File: src/lsu_pkg.sv
package lsu_pkg;

    localparam int tag_w       = 4;
    localparam int num_entries = 2 ** tag_w;   // entry 0 stays empty, tag 0 = no dependency
    localparam int raw_op_w    = 4;
    localparam int mem_words   = 256;

    typedef logic [tag_w-1:0] tag_t;
    typedef logic [31:0]      data_t;
    typedef logic [31:0]      addr_t;
    typedef logic [11:0]      imm_t;

    // codes 8..15 of the raw op are not memory ops
    typedef enum logic [2:0] {
        op_lb  = 3'd0,
        op_lh  = 3'd1,
        op_lw  = 3'd2,
        op_lbu = 3'd3,
        op_lhu = 3'd4,
        op_sb  = 3'd5,
        op_sh  = 3'd6,
        op_sw  = 3'd7
    } mem_op_e;

    typedef enum logic [1:0] {
        size_byte = 2'd0,
        size_half = 2'd1,
        size_word = 2'd2
    } size_e;

    typedef struct packed {
        logic                valid;
        logic [raw_op_w-1:0] op;
        tag_t                tag;
        tag_t                base_tag;
        data_t               base_val;
        tag_t                store_tag;
        data_t               store_val;
        imm_t                imm;
    } dispatch_t;

    typedef struct packed {
        logic  is_store;
        size_e size;
        logic  sign_ext;
        logic  base_rdy;
        tag_t  base_tag;
        data_t base_val;
        logic  data_rdy;
        tag_t  data_tag;
        data_t data_val;
        imm_t  imm;
    } buf_entry_t;

    typedef struct packed {
        logic  valid;
        logic  is_store;
        size_e size;
        logic  sign_ext;
        tag_t  tag;
        addr_t addr;
        data_t wdata;
    } mem_req_t;

    // execute results and load results share this
    typedef struct packed {
        logic  valid;
        tag_t  tag;
        data_t value;
    } bcast_t;

endpackage

File: src/lsu_dispatch.sv
module lsu_dispatch (
    input  lsu_pkg::dispatch_t  dispatch,
    input  lsu_pkg::bcast_t     ex_bcast,
    output logic                new_valid,
    output lsu_pkg::tag_t       new_tag,
    output lsu_pkg::buf_entry_t new_entry
);

    lsu_pkg::mem_op_e op;
    logic             is_mem;
    logic             base_hit;
    logic             data_hit;

    assign op      = lsu_pkg::mem_op_e'(dispatch.op[2:0]);
    assign is_mem  = !dispatch.op[3];   // upper half of the code space is non-memory
    assign new_tag = dispatch.tag;

    // same-cycle execute result, would otherwise be missed by the buffer
    assign base_hit = ex_bcast.valid && ex_bcast.tag == dispatch.base_tag;
    assign data_hit = ex_bcast.valid && ex_bcast.tag == dispatch.store_tag;

    always_comb begin
        new_valid          = dispatch.valid && is_mem;
        new_entry          = '0;
        new_entry.is_store = op inside {lsu_pkg::op_sb, lsu_pkg::op_sh, lsu_pkg::op_sw};
        new_entry.sign_ext = op inside {lsu_pkg::op_lb, lsu_pkg::op_lh};
        new_entry.imm      = dispatch.imm;

        case (op)
            lsu_pkg::op_lb, lsu_pkg::op_lbu, lsu_pkg::op_sb: new_entry.size = lsu_pkg::size_byte;
            lsu_pkg::op_lh, lsu_pkg::op_lhu, lsu_pkg::op_sh: new_entry.size = lsu_pkg::size_half;
            default: new_entry.size = lsu_pkg::size_word;
        endcase

        new_entry.base_tag = dispatch.base_tag;
        new_entry.base_val = dispatch.base_val;
        new_entry.base_rdy = dispatch.base_tag == '0;
        if (!new_entry.base_rdy && base_hit) begin
            new_entry.base_rdy = 1'b1;
            new_entry.base_val = ex_bcast.value;
        end

        new_entry.data_tag = dispatch.store_tag;
        new_entry.data_val = dispatch.store_val;
        new_entry.data_rdy = !new_entry.is_store || dispatch.store_tag == '0;   // loads need no data
        if (!new_entry.data_rdy && data_hit) begin
            new_entry.data_rdy = 1'b1;
            new_entry.data_val = ex_bcast.value;
        end
    end

endmodule

File: config.mk
export PLATFORM = sky130hd
export DESIGN_NAME = lsu_dispatch
export DESIGN_NICKNAME = d
export VERILOG_FILES = /design/src/lsu_pkg.sv /design/src/lsu_dispatch.sv
export SDC_FILE = /design/constraint.sdc
export NUM_CORES = 1
export LEC_CHECK = 0
export BUFFER_PORTS_ARGS = -buffer_cell sky130_fd_sc_hd__buf_2
export CORE_AREA = 3 3 85 87
export DETAILED_ROUTE_END_ITERATION = 7
export DIE_AREA = 0 0 88 90
export SYNTH_ARGS = -nofsm -noshare
export SYNTH_HDL_FRONTEND = slang
export SYNTH_SLANG_ARGS = --single-unit
File: constraint.sdc
create_clock -name vclk -period 3.2
set_input_delay 0.16 -clock vclk [all_inputs]
set_output_delay 0.16 -clock vclk [all_outputs]
set_load 0.005 [all_outputs]
# [After elaboration in Yosys (flattened, before gate mapping)]
# Index checks and enable logic that the tools add are counted.
[classes] eq_ne=8 n_mux=5 n_reduce_logical=17
[op_table] op="32-bit two-way mux" n=2
[op_table] op="3-bit == test, second input constant" n=4
[op_table] op="4-bit == test" n=2
[op_table] op="4-bit logical NOT" n=2
[op_table] op="3-bit OR reduction" n=2
[op_table] op="1-bit logical AND" n=5
[op_table] op="1-bit logical NOT" n=4
[op_table] op="2-bit one-hot mux with 2 select lines" n=1
[op_table] op="3-bit by 1-bit == test with 1-bit output, second input constant" n=1
[op_table] op="3-bit by 2-bit == test with 1-bit output, second input constant" n=1
[op_table] op="3-bit logical NOT" n=1
[op_table] op="3-bit nonzero test" n=1
[op_table] op="1-bit two-way mux" n=2
[op_table] op="2-bit nonzero test" n=1
[op_table] op="1-bit logical OR" n=1
[totals] regBits=0 input_bits=130 out_inout_bits=95 word_cells=30

# [Logic depth before layout (Yosys ltp)]
# Gate-level depths: netlist (run 1).
[logic_depth] word_depth=7 ltp_mapped=5 ltp_nobuf=4

# [Least setup slack after synthesis (run 1)]
# OpenSTA, ideal clock, no wires.
[synth_timing] path_kind="input -> output" start="in dispatch[45] (netlist bit)" end="out new_entry[13] (netlist bit)" arrival_ps=1336 required_ps=3040 setup_slack_ps=1704 cell_stages=5 n_path_buf=1 path_cell_list="or4_4 -> nand4_2 -> nor4_4 -> buf_6 -> mux2_4"
[synth_lines] element="start, declared" line="lsu_dispatch.sv:2" text="input lsu_pkg::dispatch_t dispatch,"
[synth_lines] element="end, declared" line="lsu_dispatch.sv:6" text="output lsu_pkg::buf_entry_t new_entry"

==> results of run 1 <==
[per-layer routing]
metal / global-route usage (%) / vias to the layer above / share of wire [%]
met2: 23.5 / 117 / 53
met4: 0.639 / 0 / 0.65
met5: 0 / - / 0
met1: 12.5 / 699 / 35
li1: - / 748 / -
met3: 1.65 / 8 / 12
[Yosys cell counts (all sizes together)]
| cell type | number | share of area (%) |
|---|---|---|
| o21a | 1 | 0.56 |
| mux2 | 65 | 65 |
| nor4 | 2 | 3.2 |
| or4 | 2 | 1.7 |
| nand4 | 1 | 0.94 |
| nor2 | 1 | 0.28 |
| xnor2 | 3 | 2.0 |
| o41ai | 1 | 0.66 |
| nand3 | 3 | 1.5 |
| buf | 30 | 19 |
| xor2 | 6 | 3.9 |
| nand2 | 1 | 0.28 |
| nor2b | 1 | 0.47 |
| nor3 | 1 | 0.38 |
| and2 | 1 | 0.47 |
[cells by family after synthesis]
kind of cell,Yosys count
muxes,65
buffers and inverters,30
xor gates and xnor gates,9
and+or+nand+nor,13
AOI/OAI and AO/OA,2
[power by group]
part           total (mW)  internal [mW]  switching (mW)  leakage [nW]
registers               0              0               0             0
clock network           0              0               0             0
logic               0.255          0.156          0.0987          1.20
[area by class of cell]
| type | instances | area (sq um) | share of cell area (%) |
|---|---|---|---|
| Multi-Input combinational cell | 89 | 1080 | 49.8 |
| Timing Repair Buffer | 197 | 996 | 45.7 |
| Tap cell | 77 | 96.3 | 4.43 |
[critical path, delay by kind of cell]
family        cells  cell delay [ns]
mux               1             0.33
simple gates      3             0.72
buf+inv           3             0.49
[worst paths after layout]
check / start / end / slack [ns] / cells after the start
max: dispatch[45] / new_entry[39] / 1.33 / 7
min: dispatch[7] / new_entry[7] / 0.32 / 0
[through the flow]
step,worst slack [ns],cells
floorplan,1.70,119
detailed placement,1.31,363
CTS,1.30,363
global route,1.21,363
finish,1.33,363
global placement,1.34,363
==> impl_metrics.xml, run 1 <==
<?xml version="1.0" encoding="UTF-8"?>
<metrics>
  <group name="synth">
    <metric name="main_combinational_cell_family_by_area_after_synthesis" unit="">multiplexers</metric>
    <metric name="synth_xor_area_share" unit="%">5.92</metric>
    <metric name="synth_nets" unit="">249</metric>
    <metric name="synth-compound-area-share" unit="%">1.22</metric>
    <metric name="post_synth_instance_area" unit="sq mm">0.00133</metric>
    <metric name="yosys_warnings" unit="">0</metric>
    <metric name="post_synth_mux_area_share" unit="%">65.1</metric>
    <metric name="count_of_different_cell_masters_after_synthesis" unit="">18</metric>
    <metric name="post_synthesis_average_cell_area" unit="sq um">11.2</metric>
    <metric name="synth_fa_ha_area_share" unit="%">0</metric>
    <metric name="number_of_instances_in_the_synthesized_netlist" unit="">119</metric>
    <metric name="simple_gate_area_share_of_the_yosys_netlist" unit="%">9.20</metric>
    <metric name="seq_area_frac_synth" unit="%">0</metric>
  </group>
  <group name="timing">
    <metric name="layout_worst_path_cycle_share" unit="%">58.3</metric>
    <metric name="tightest_slew" unit="ns">0.341</metric>
    <metric name="fin_tns_setup" unit="ns">0</metric>
    <metric name="min_period" unit="ns">1.87</metric>
    <metric name="relSlewSlack" unit="%">77.3</metric>
    <metric name="maxSlewViolCount" unit="">0</metric>
    <metric name="final_count_of_negative_setup_slack_endpoints" unit="">0</metric>
    <metric name="report.final.hold_viol_count" unit="">0</metric>
    <metric name="upper_clock_frequency_limit" unit="MHz">536</metric>
    <metric name="setup_repair_after_global_routing_missed_its_margin" unit="">false</metric>
    <metric name="finalHoldWorstSlack" unit="ns">0.320</metric>
  </group>
  <group name="final_layout">
    <metric name="clock_buffer_count" unit="">0</metric>
    <metric name="antennaDiodeCount" unit="">0</metric>
    <metric name="n_fill_cell" unit="">701</metric>
    <metric name="stdcell_area" unit="sq mm">0.00218</metric>
    <metric name="layout.area.seq" unit="sq um">0</metric>
    <metric name="final_nets" unit="">418</metric>
    <metric name="leading_cell_type_in_the_layout_fill_and_taps_excluded" unit="">sky130_fd_sc_hd__buf_2</metric>
    <metric name="seq_cell_count" unit="">0</metric>
    <metric name="post_route_cells_drive_above_1_share" unit="%">93.7</metric>
    <metric name="postLayoutCoreUtil" unit="%">33.9</metric>
    <metric name="areaGrowthSynthToFinish" unit="%">63.4</metric>
    <metric name="mostFrequentLayoutCells" unit="">sky130_fd_sc_hd__buf_2, sky130_fd_sc_hd__mux2_4, sky130_fd_sc_hd__mux2_2</metric>
  </group>
  <group name="worst_setup_path">
    <metric name="cp_slowest_cell" unit="">sky130_fd_sc_hd__or4_4</metric>
    <metric name="worst_ep_arrival_time" unit="ns">1.71</metric>
    <metric name="endpoint_kind" unit="">output port</metric>
    <metric name="required" unit="ns">3.04</metric>
    <metric name="crit_fanout" unit="">19</metric>
    <metric name="path_class" unit="">primary input to output port</metric>
    <metric name="critical_path.max_stage_delay" unit="ns">0.54</metric>
    <metric name="cells_traversed_along_the_worst_timing_path" unit="">buf_2 -&gt; or4_4 -&gt; nand4_2 -&gt; nor4_4 -&gt; buf_4 -&gt; mux2_4 -&gt; buf_2</metric>
    <metric name="path_common_cell" unit="">sky130_fd_sc_hd__buf_2</metric>
    <metric name="worst_setup_start_kind" unit="">primary input</metric>
  </group>
  <group name="global_routing">
    <metric name="grt_start_max_net_pins" unit="">22</metric>
    <metric name="grt_pass1_wl" unit="um">7620</metric>
    <metric name="antenna_found_initial" unit="">0</metric>
    <metric name="grt_overflow_total" unit="">0</metric>
    <metric name="grt_pass1_vias" unit="">1534</metric>
    <metric name="track_usage" unit="%">11.5</metric>
  </group>
  <group name="place">
    <metric name="finalWeightedCongestion" unit="">0.722</metric>
    <metric name="placement.io_buffers" unit="">193</metric>
    <metric name="area_after_dpl" unit="sq mm">0.00218</metric>
    <metric name="detailedPlacementHpwl" unit="um">4770</metric>
  </group>
  <group name="route">
    <metric name="drt-vias-per-instance" unit="">4.33</metric>
    <metric name="vias" unit="">1572</metric>
    <metric name="antenna_violating_nets_post_route" unit="">0</metric>
    <metric name="remaining_drc_errors" unit="">0</metric>
    <metric name="first_iter_violations" unit="">7</metric>
    <metric name="postRouteWirelength" unit="um">5250</metric>
    <metric name="detail_route.wl_per_cell" unit="um">14.5</metric>
    <metric name="dr.pass1.iters" unit="">4</metric>
  </group>
  <group name="clock_tree">
    <metric name="post_cts_resized" unit="">0</metric>
    <metric name="hold_buffers" unit="">0</metric>
    <metric name="post_cts_buffers" unit="">0</metric>
  </group>
  <group name="floorplanning">
    <metric name="die_w" unit="um">88</metric>
    <metric name="pin_count" unit="">225</metric>
    <metric name="initial_utilization" unit="%">20.7</metric>
    <metric name="core.rowCount" unit="">29</metric>
    <metric name="die_h" unit="um">90</metric>
    <metric name="design.die.area" unit="sq mm">0.00792</metric>
    <metric name="placeable_core_region" unit="sq mm">0.00642</metric>
  </group>
  <group name="run_status">
    <metric name="status" unit="">completed</metric>
  </group>
  <group name="pwr">
    <metric name="power.ir.vdd_worst" unit="mV">0.0379</metric>
    <metric name="p_total" unit="mW">0.255</metric>
    <metric name="leakage" unit="nW">1.20</metric>
    <metric name="p_per_area" unit="mW/mm^2">117</metric>
  </group>
  <group name="worst_hold_path">
    <metric name="hold_wc_path_type" unit="">primary input to output port</metric>
  </group>
  <group name="run">
    <metric name="maxCapViolCount" unit="">0</metric>
  </group>
</metrics>
(Power assumes the default switching activity.)
==> run 2: changes to the inputs <==
==> constraint.sdc (replaced) <==
create_clock -name vclk -period 2
set_input_delay 0.1 -clock vclk [all_inputs]
set_output_delay 0.1 -clock vclk [all_outputs]
set_load 0.005 [all_outputs]
==> run 2 against run 1 <==
First-iteration DRC count shrank 29%. Routed wire length shrank 2.5%. Final area grew 1.1%. Highest routed layer unchanged. Global-route usage shrank 0.15 points. Die area is the same. Power grew 60%. Critical path type unchanged.
==> impl_metrics.xml, run 2 (synthesis gave the netlist of run 1 again) <==
<?xml version="1.0" encoding="UTF-8"?>
<metrics>
  <group name="floorplanning">
    <metric name="placeable_core_region" unit="sq mm">0.00642</metric>
    <metric name="core.rowCount" unit="">29</metric>
    <metric name="die_h" unit="um">90</metric>
    <metric name="pin_count" unit="">225</metric>
    <metric name="design.die.area" unit="sq mm">0.00792</metric>
    <metric name="die_w" unit="um">88</metric>
    <metric name="initial_utilization" unit="%">20.7</metric>
  </group>
  <group name="global_routing">
    <metric name="grt_start_max_net_pins" unit="">26</metric>
    <metric name="grt_overflow_total" unit="">0</metric>
    <metric name="track_usage" unit="%">11.3</metric>
    <metric name="grt_pass1_vias" unit="">1546</metric>
    <metric name="grt_pass1_wl" unit="um">7520</metric>
    <metric name="antenna_found_initial" unit="">0</metric>
  </group>
  <group name="worst_hold_path">
    <metric name="hold_wc_path_type" unit="">primary input to output port</metric>
  </group>
  <group name="final_layout">
    <metric name="leading_cell_type_in_the_layout_fill_and_taps_excluded" unit="">sky130_fd_sc_hd__buf_2</metric>
    <metric name="antennaDiodeCount" unit="">0</metric>
    <metric name="mostFrequentLayoutCells" unit="">sky130_fd_sc_hd__buf_2, sky130_fd_sc_hd__mux2_4, sky130_fd_sc_hd__mux2_2</metric>
    <metric name="layout.area.seq" unit="sq um">0</metric>
    <metric name="n_fill_cell" unit="">668</metric>
    <metric name="clock_buffer_count" unit="">0</metric>
    <metric name="areaGrowthSynthToFinish" unit="%">65.3</metric>
    <metric name="final_nets" unit="">418</metric>
    <metric name="seq_cell_count" unit="">0</metric>
    <metric name="post_route_cells_drive_above_1_share" unit="%">93.7</metric>
  </group>
  <group name="timing">
    <metric name="min_period" unit="ns">1.69</metric>
    <metric name="upper_clock_frequency_limit" unit="MHz">593</metric>
    <metric name="fin_tns_setup" unit="ns">0</metric>
    <metric name="final_count_of_negative_setup_slack_endpoints" unit="">0</metric>
    <metric name="setup_repair_after_global_routing_missed_its_margin" unit="">false</metric>
    <metric name="layout_worst_path_cycle_share" unit="%">84.3</metric>
    <metric name="tightest_slew" unit="ns">0.307</metric>
    <metric name="maxSlewViolCount" unit="">0</metric>
    <metric name="report.final.hold_viol_count" unit="">0</metric>
    <metric name="finalHoldWorstSlack" unit="ns">0.200</metric>
    <metric name="relSlewSlack" unit="%">79.4</metric>
  </group>
  <group name="route">
    <metric name="dr.pass1.iters" unit="">4</metric>
    <metric name="remaining_drc_errors" unit="">0</metric>
    <metric name="first_iter_violations" unit="">5</metric>
    <metric name="postRouteWirelength" unit="um">5130</metric>
    <metric name="drt-vias-per-instance" unit="">4.19</metric>
    <metric name="detail_route.wl_per_cell" unit="um">14.1</metric>
    <metric name="vias" unit="">1521</metric>
    <metric name="antenna_violating_nets_post_route" unit="">0</metric>
  </group>
  <group name="pwr">
    <metric name="power.ir.vdd_worst" unit="mV">0.0688</metric>
    <metric name="leakage" unit="nW">1.20</metric>
    <metric name="p_per_area" unit="mW/mm^2">185</metric>
  </group>
  <group name="worst_setup_path">
    <metric name="path_common_cell" unit="">sky130_fd_sc_hd__buf_2</metric>
    <metric name="required" unit="ns">1.90</metric>
    <metric name="path_class" unit="">primary input to output port</metric>
    <metric name="cp_slowest_cell" unit="">sky130_fd_sc_hd__mux2_2</metric>
    <metric name="cells_traversed_along_the_worst_timing_path" unit="">buf_2 -&gt; xnor2_1 -&gt; nand3_2 -&gt; nor4_4 -&gt; buf_4 -&gt; mux2_2 -&gt; buf_2</metric>
    <metric name="critical_path.max_stage_delay" unit="ns">0.35</metric>
    <metric name="worst_setup_start_kind" unit="">primary input</metric>
    <metric name="crit_fanout" unit="">12</metric>
    <metric name="endpoint_kind" unit="">output port</metric>
    <metric name="worst_ep_arrival_time" unit="ns">1.59</metric>
  </group>
  <group name="clock_tree">
    <metric name="hold_buffers" unit="">0</metric>
    <metric name="post_cts_resized" unit="">0</metric>
    <metric name="post_cts_buffers" unit="">0</metric>
  </group>
  <group name="run">
    <metric name="maxCapViolCount" unit="">0</metric>
  </group>
  <group name="place">
    <metric name="finalWeightedCongestion" unit="">0.743</metric>
    <metric name="detailedPlacementHpwl" unit="um">4630</metric>
    <metric name="placement.io_buffers" unit="">193</metric>
  </group>
  <group name="run_status">
    <metric name="status" unit="">completed</metric>
  </group>
</metrics>
==> run 2: cell count changes in the layout (fill, tap and decap cells not counted) <==
cell,delta
sky130_fd_sc_hd__buf_12,+2
sky130_fd_sc_hd__buf_4,-2
==> run 2: routing by layer <==
layer  GRT usage, %  up-vias  share of wire, %
li1               -      752                 -
met1           12.0      652                35
met2           23.3      109                52
met3           2.01        8                12
met4          0.639        0              0.66
met5              0        -                 0
==> run 2: path summary, 6_finish.rpt <==
check	start	endpoint	slack [ns]	depth (start not counted)
min	dispatch[10]	new_entry[10]	0.20	0
max	dispatch[80]	new_entry[74]	0.31	7
==> run 2: report_power, final <==
| group | leakage, nW | internal [mW] | total [mW] | switching [mW] |
|---|---|---|---|---|
| combinational | 1.20 | 0.252 | 0.408 | 0.155 |
| clock | 0 | 0 | 0 | 0 |
| sequential | 0 | 0 | 0 | 0 |
==> run 2: layout make-up <==
type	count	area (sq um)	share of cell area (%)
multi-input cells	89	1080	49.3
well taps	77	96.3	4.38
repair buffers	197	1020	46.4
==> run 2: worst max-delay path: cells and delay by family <==
family / cells / cell delay, ns
buffers and inverters: 3 / 0.56
and+or+nand+nor: 2 / 0.35
muxes: 1 / 0.35
xor gates and xnor gates: 1 / 0.23
==> run 2: per-stage QoR <==
stage                     std cells  instance area (sq um)  setup WS [ns]  total power, mW  util [%]
after detailed placement        363                   2200          0.296            0.413      34.3
final                           363                   2200          0.314            0.408      34.3
after global placement          363                   2200          0.301            0.411      34.3
after floorplan                 119                   1330          0.624            0.215         -
after CTS                       363                   2200          0.284            0.415      34.3
after global routing            363                   2200          0.164            0.447      34.3
==> run 3: changes to the inputs <==
--- a/config.mk
+++ b/config.mk
@@ -5,10 +5,12 @@
 export SDC_FILE = /design/constraint.sdc
 export NUM_CORES = 1
 export LEC_CHECK = 0
+export ABC_AREA = 1
 export BUFFER_PORTS_ARGS = -buffer_cell sky130_fd_sc_hd__buf_2
 export CORE_AREA = 3 3 85 87
 export DETAILED_ROUTE_END_ITERATION = 7
 export DIE_AREA = 0 0 88 90
+export PLACE_DENSITY = 0.65
 export SYNTH_ARGS = -nofsm -noshare
 export SYNTH_HDL_FRONTEND = slang
 export SYNTH_SLANG_ARGS = --single-unit
==> constraint.sdc (replaced) <==
create_clock -name vclk -period 1.7
set_input_delay 0.085 -clock vclk [all_inputs]
set_output_delay 0.085 -clock vclk [all_outputs]
set_load 0.005 [all_outputs]
==> run 3 against run 2 <==
Area after synthesis increased by 16%. Synthesized cell count increased to 2.5 times the previous value. Non-clock buffer count increased by 5. Setup slack improved by 0.0055 ns. Via count increased by 71%. Hold slack got worse by 0.030 ns. Largest power group unchanged.
==> impl_metrics.xml, run 3 <==
<?xml version="1.0" encoding="UTF-8"?>
<metrics>
  <group name="run_status">
    <metric name="status" unit="">completed</metric>
  </group>
  <group name="synth">
    <metric name="count_of_different_cell_masters_after_synthesis" unit="">19</metric>
    <metric name="seq_area_frac_synth" unit="%">0</metric>
    <metric name="yosys.area.top_type_share" unit="%">36.9</metric>
    <metric name="yosysTopAreaCell" unit="">sky130_fd_sc_hd__nand2_1</metric>
    <metric name="post_synth_instance_area" unit="sq mm">0.00155</metric>
    <metric name="synthMostInstantiatedCell" unit="">sky130_fd_sc_hd__nand2_1</metric>
    <metric name="synth.area.top_cells" unit="">sky130_fd_sc_hd__nand2_1, sky130_fd_sc_hd__nand4_1, sky130_fd_sc_hd__buf_4, sky130_fd_sc_hd__buf_6, sky130_fd_sc_hd__buf_2</metric>
    <metric name="synth_nets" unit="">432</metric>
    <metric name="yosys_warnings" unit="">0</metric>
    <metric name="number_of_instances_in_the_synthesized_netlist" unit="">302</metric>
    <metric name="post_synthesis_average_cell_area" unit="sq um">5.12</metric>
    <metric name="synth_common_cells" unit="">sky130_fd_sc_hd__nand2_1, sky130_fd_sc_hd__nand4_1, sky130_fd_sc_hd__buf_4</metric>
  </group>
  <group name="final_layout">
    <metric name="areaGrowthSynthToFinish" unit="%">50.6</metric>
    <metric name="seq_cell_count" unit="">0</metric>
    <metric name="antennaDiodeCount" unit="">0</metric>
    <metric name="mostFrequentLayoutCells" unit="">sky130_fd_sc_hd__buf_2, sky130_fd_sc_hd__nand2_1, sky130_fd_sc_hd__nand4_1</metric>
    <metric name="leading_cell_type_in_the_layout_fill_and_taps_excluded" unit="">sky130_fd_sc_hd__buf_2</metric>
    <metric name="final_nets" unit="">588</metric>
    <metric name="post_route_cells_drive_above_1_share" unit="%">47.4</metric>
    <metric name="layout.area.seq" unit="sq um">0</metric>
    <metric name="clock_buffer_count" unit="">0</metric>
  </group>
  <group name="worst_setup_path">
    <metric name="crit_fanout" unit="">32</metric>
    <metric name="path_class" unit="">primary input to output port</metric>
    <metric name="endpoint_kind" unit="">output port</metric>
    <metric name="required" unit="ns">1.62</metric>
    <metric name="worst_setup_start_kind" unit="">primary input</metric>
    <metric name="worst_ep_arrival_time" unit="ns">1.30</metric>
  </group>
  <group name="timing">
    <metric name="min_period" unit="ns">1.38</metric>
    <metric name="setup_repair_after_global_routing_missed_its_margin" unit="">false</metric>
    <metric name="maxSlewViolCount" unit="">0</metric>
    <metric name="upper_clock_frequency_limit" unit="MHz">724</metric>
    <metric name="relSlewSlack" unit="%">74.1</metric>
    <metric name="fin_tns_setup" unit="ns">0</metric>
    <metric name="tightest_slew" unit="ns">0.388</metric>
    <metric name="finalHoldWorstSlack" unit="ns">0.170</metric>
    <metric name="layout_worst_path_cycle_share" unit="%">81.2</metric>
    <metric name="report.final.hold_viol_count" unit="">0</metric>
    <metric name="final_count_of_negative_setup_slack_endpoints" unit="">0</metric>
  </group>
  <group name="place">
    <metric name="finalWeightedCongestion" unit="">0.809</metric>
    <metric name="detailedPlacementHpwl" unit="um">5750</metric>
    <metric name="placement.io_buffers" unit="">193</metric>
  </group>
  <group name="floorplanning">
    <metric name="design.die.area" unit="sq mm">0.00792</metric>
    <metric name="pin_count" unit="">225</metric>
    <metric name="die_w" unit="um">88</metric>
    <metric name="die_h" unit="um">90</metric>
    <metric name="initial_utilization" unit="%">24.1</metric>
    <metric name="placeable_core_region" unit="sq mm">0.00642</metric>
    <metric name="core.rowCount" unit="">29</metric>
  </group>
  <group name="clock_tree">
    <metric name="post_cts_resized" unit="">0</metric>
    <metric name="post_cts_buffers" unit="">0</metric>
    <metric name="hold_buffers" unit="">0</metric>
  </group>
  <group name="route">
    <metric name="first_iter_violations" unit="">91</metric>
    <metric name="vias" unit="">2594</metric>
    <metric name="drt-vias-per-instance" unit="">4.87</metric>
    <metric name="dr.pass1.iters" unit="">4</metric>
    <metric name="antenna_violating_nets_post_route" unit="">0</metric>
    <metric name="detail_route.wl_per_cell" unit="um">13.4</metric>
    <metric name="remaining_drc_errors" unit="">0</metric>
    <metric name="postRouteWirelength" unit="um">7150</metric>
  </group>
  <group name="global_routing">
    <metric name="antenna_found_initial" unit="">0</metric>
    <metric name="grt_overflow_total" unit="">0</metric>
    <metric name="track_usage" unit="%">16.0</metric>
    <metric name="grt_pass1_wl" unit="um">10800</metric>
    <metric name="grt_start_max_net_pins" unit="">34</metric>
    <metric name="grt_pass1_vias" unit="">2226</metric>
  </group>
  <group name="pwr">
    <metric name="leakage" unit="nW">1.55</metric>
    <metric name="p_per_area" unit="mW/mm^2">230</metric>
    <metric name="power.ir.vdd_worst" unit="mV">0.156</metric>
    <metric name="p_total" unit="mW">0.536</metric>
  </group>
  <group name="worst_hold_path">
    <metric name="hold_wc_path_type" unit="">primary input to output port</metric>
  </group>
  <group name="run">
    <metric name="maxCapViolCount" unit="">0</metric>
  </group>
</metrics>
==> run 3: metrics by stage <==
| stage | cell area (sq um) | utilization, % | setup WS, ns | cells |
|---|---|---|---|---|
| final | 2330 | 36.3 | 0.319 | 533 |
| after global routing | 2330 | 36.3 | 0.145 | 533 |
| after CTS | 2330 | 36.3 | 0.298 | 533 |
| after detailed placement | 2330 | 36.3 | 0.301 | 533 |
| after global placement | 2330 | 36.3 | 0.309 | 533 |
| after floorplan | 1550 | - | 0.778 | 302 |
==> run 3: path summary, 6_finish.rpt <==
check | endpoint | startpoint | slack (ns) | cells past startpoint
setup / recovery | new_entry[12] | dispatch[47] | 0.32 | 8
hold / removal | new_tag[0] | dispatch[84] | 0.17 | 0
==> run 3: area by class of cell <==
class                      count  area, sq um
multi-input combinational    237         1140
tap                           77         96.3
timing repair buffer         202         1030
inverter                      17         63.8
fill                         723         4090
==> run 3: cells by family (layout without fill, tap and decap cells) <==
group	after synthesis	in the layout	share of synthesized area, %
AOI/OAI and AO/OA	6	6	2.10
buffers and inverters	65	219	26.5
and+or+nand+nor	231	231	71.4
==> run 3: layer usage <==
metal	GRT usage, %	up-vias	routed length [um]
li1	-	1300	-
met1	20.4	1131	2820
met2	29.0	155	3640
met3	1.65	8	615
met4	2.17	0	72
met5	0	-	0
==> run 3: critical path, stage by stage <==
cell                      delay, ns
sky130_fd_sc_hd__buf_2         0.12
sky130_fd_sc_hd__a21oi_1       0.18
sky130_fd_sc_hd__nand2_2       0.11
sky130_fd_sc_hd__nor2_8        0.12
sky130_fd_sc_hd__nand3_4       0.32
sky130_fd_sc_hd__nand2_1       0.19
sky130_fd_sc_hd__nand2_1       0.06
sky130_fd_sc_hd__buf_2         0.13
==> run 3: power breakdown <==
| part | leakage (nW) | internal (mW) | switching [mW] |
|---|---|---|---|
| clock network | 0 | 0 | 0 |
| registers | 0 | 0 | 0 |
| logic | 1.55 | 0.243 | 0.294 |
| total | 1.55 | 0.243 | 0.294 |
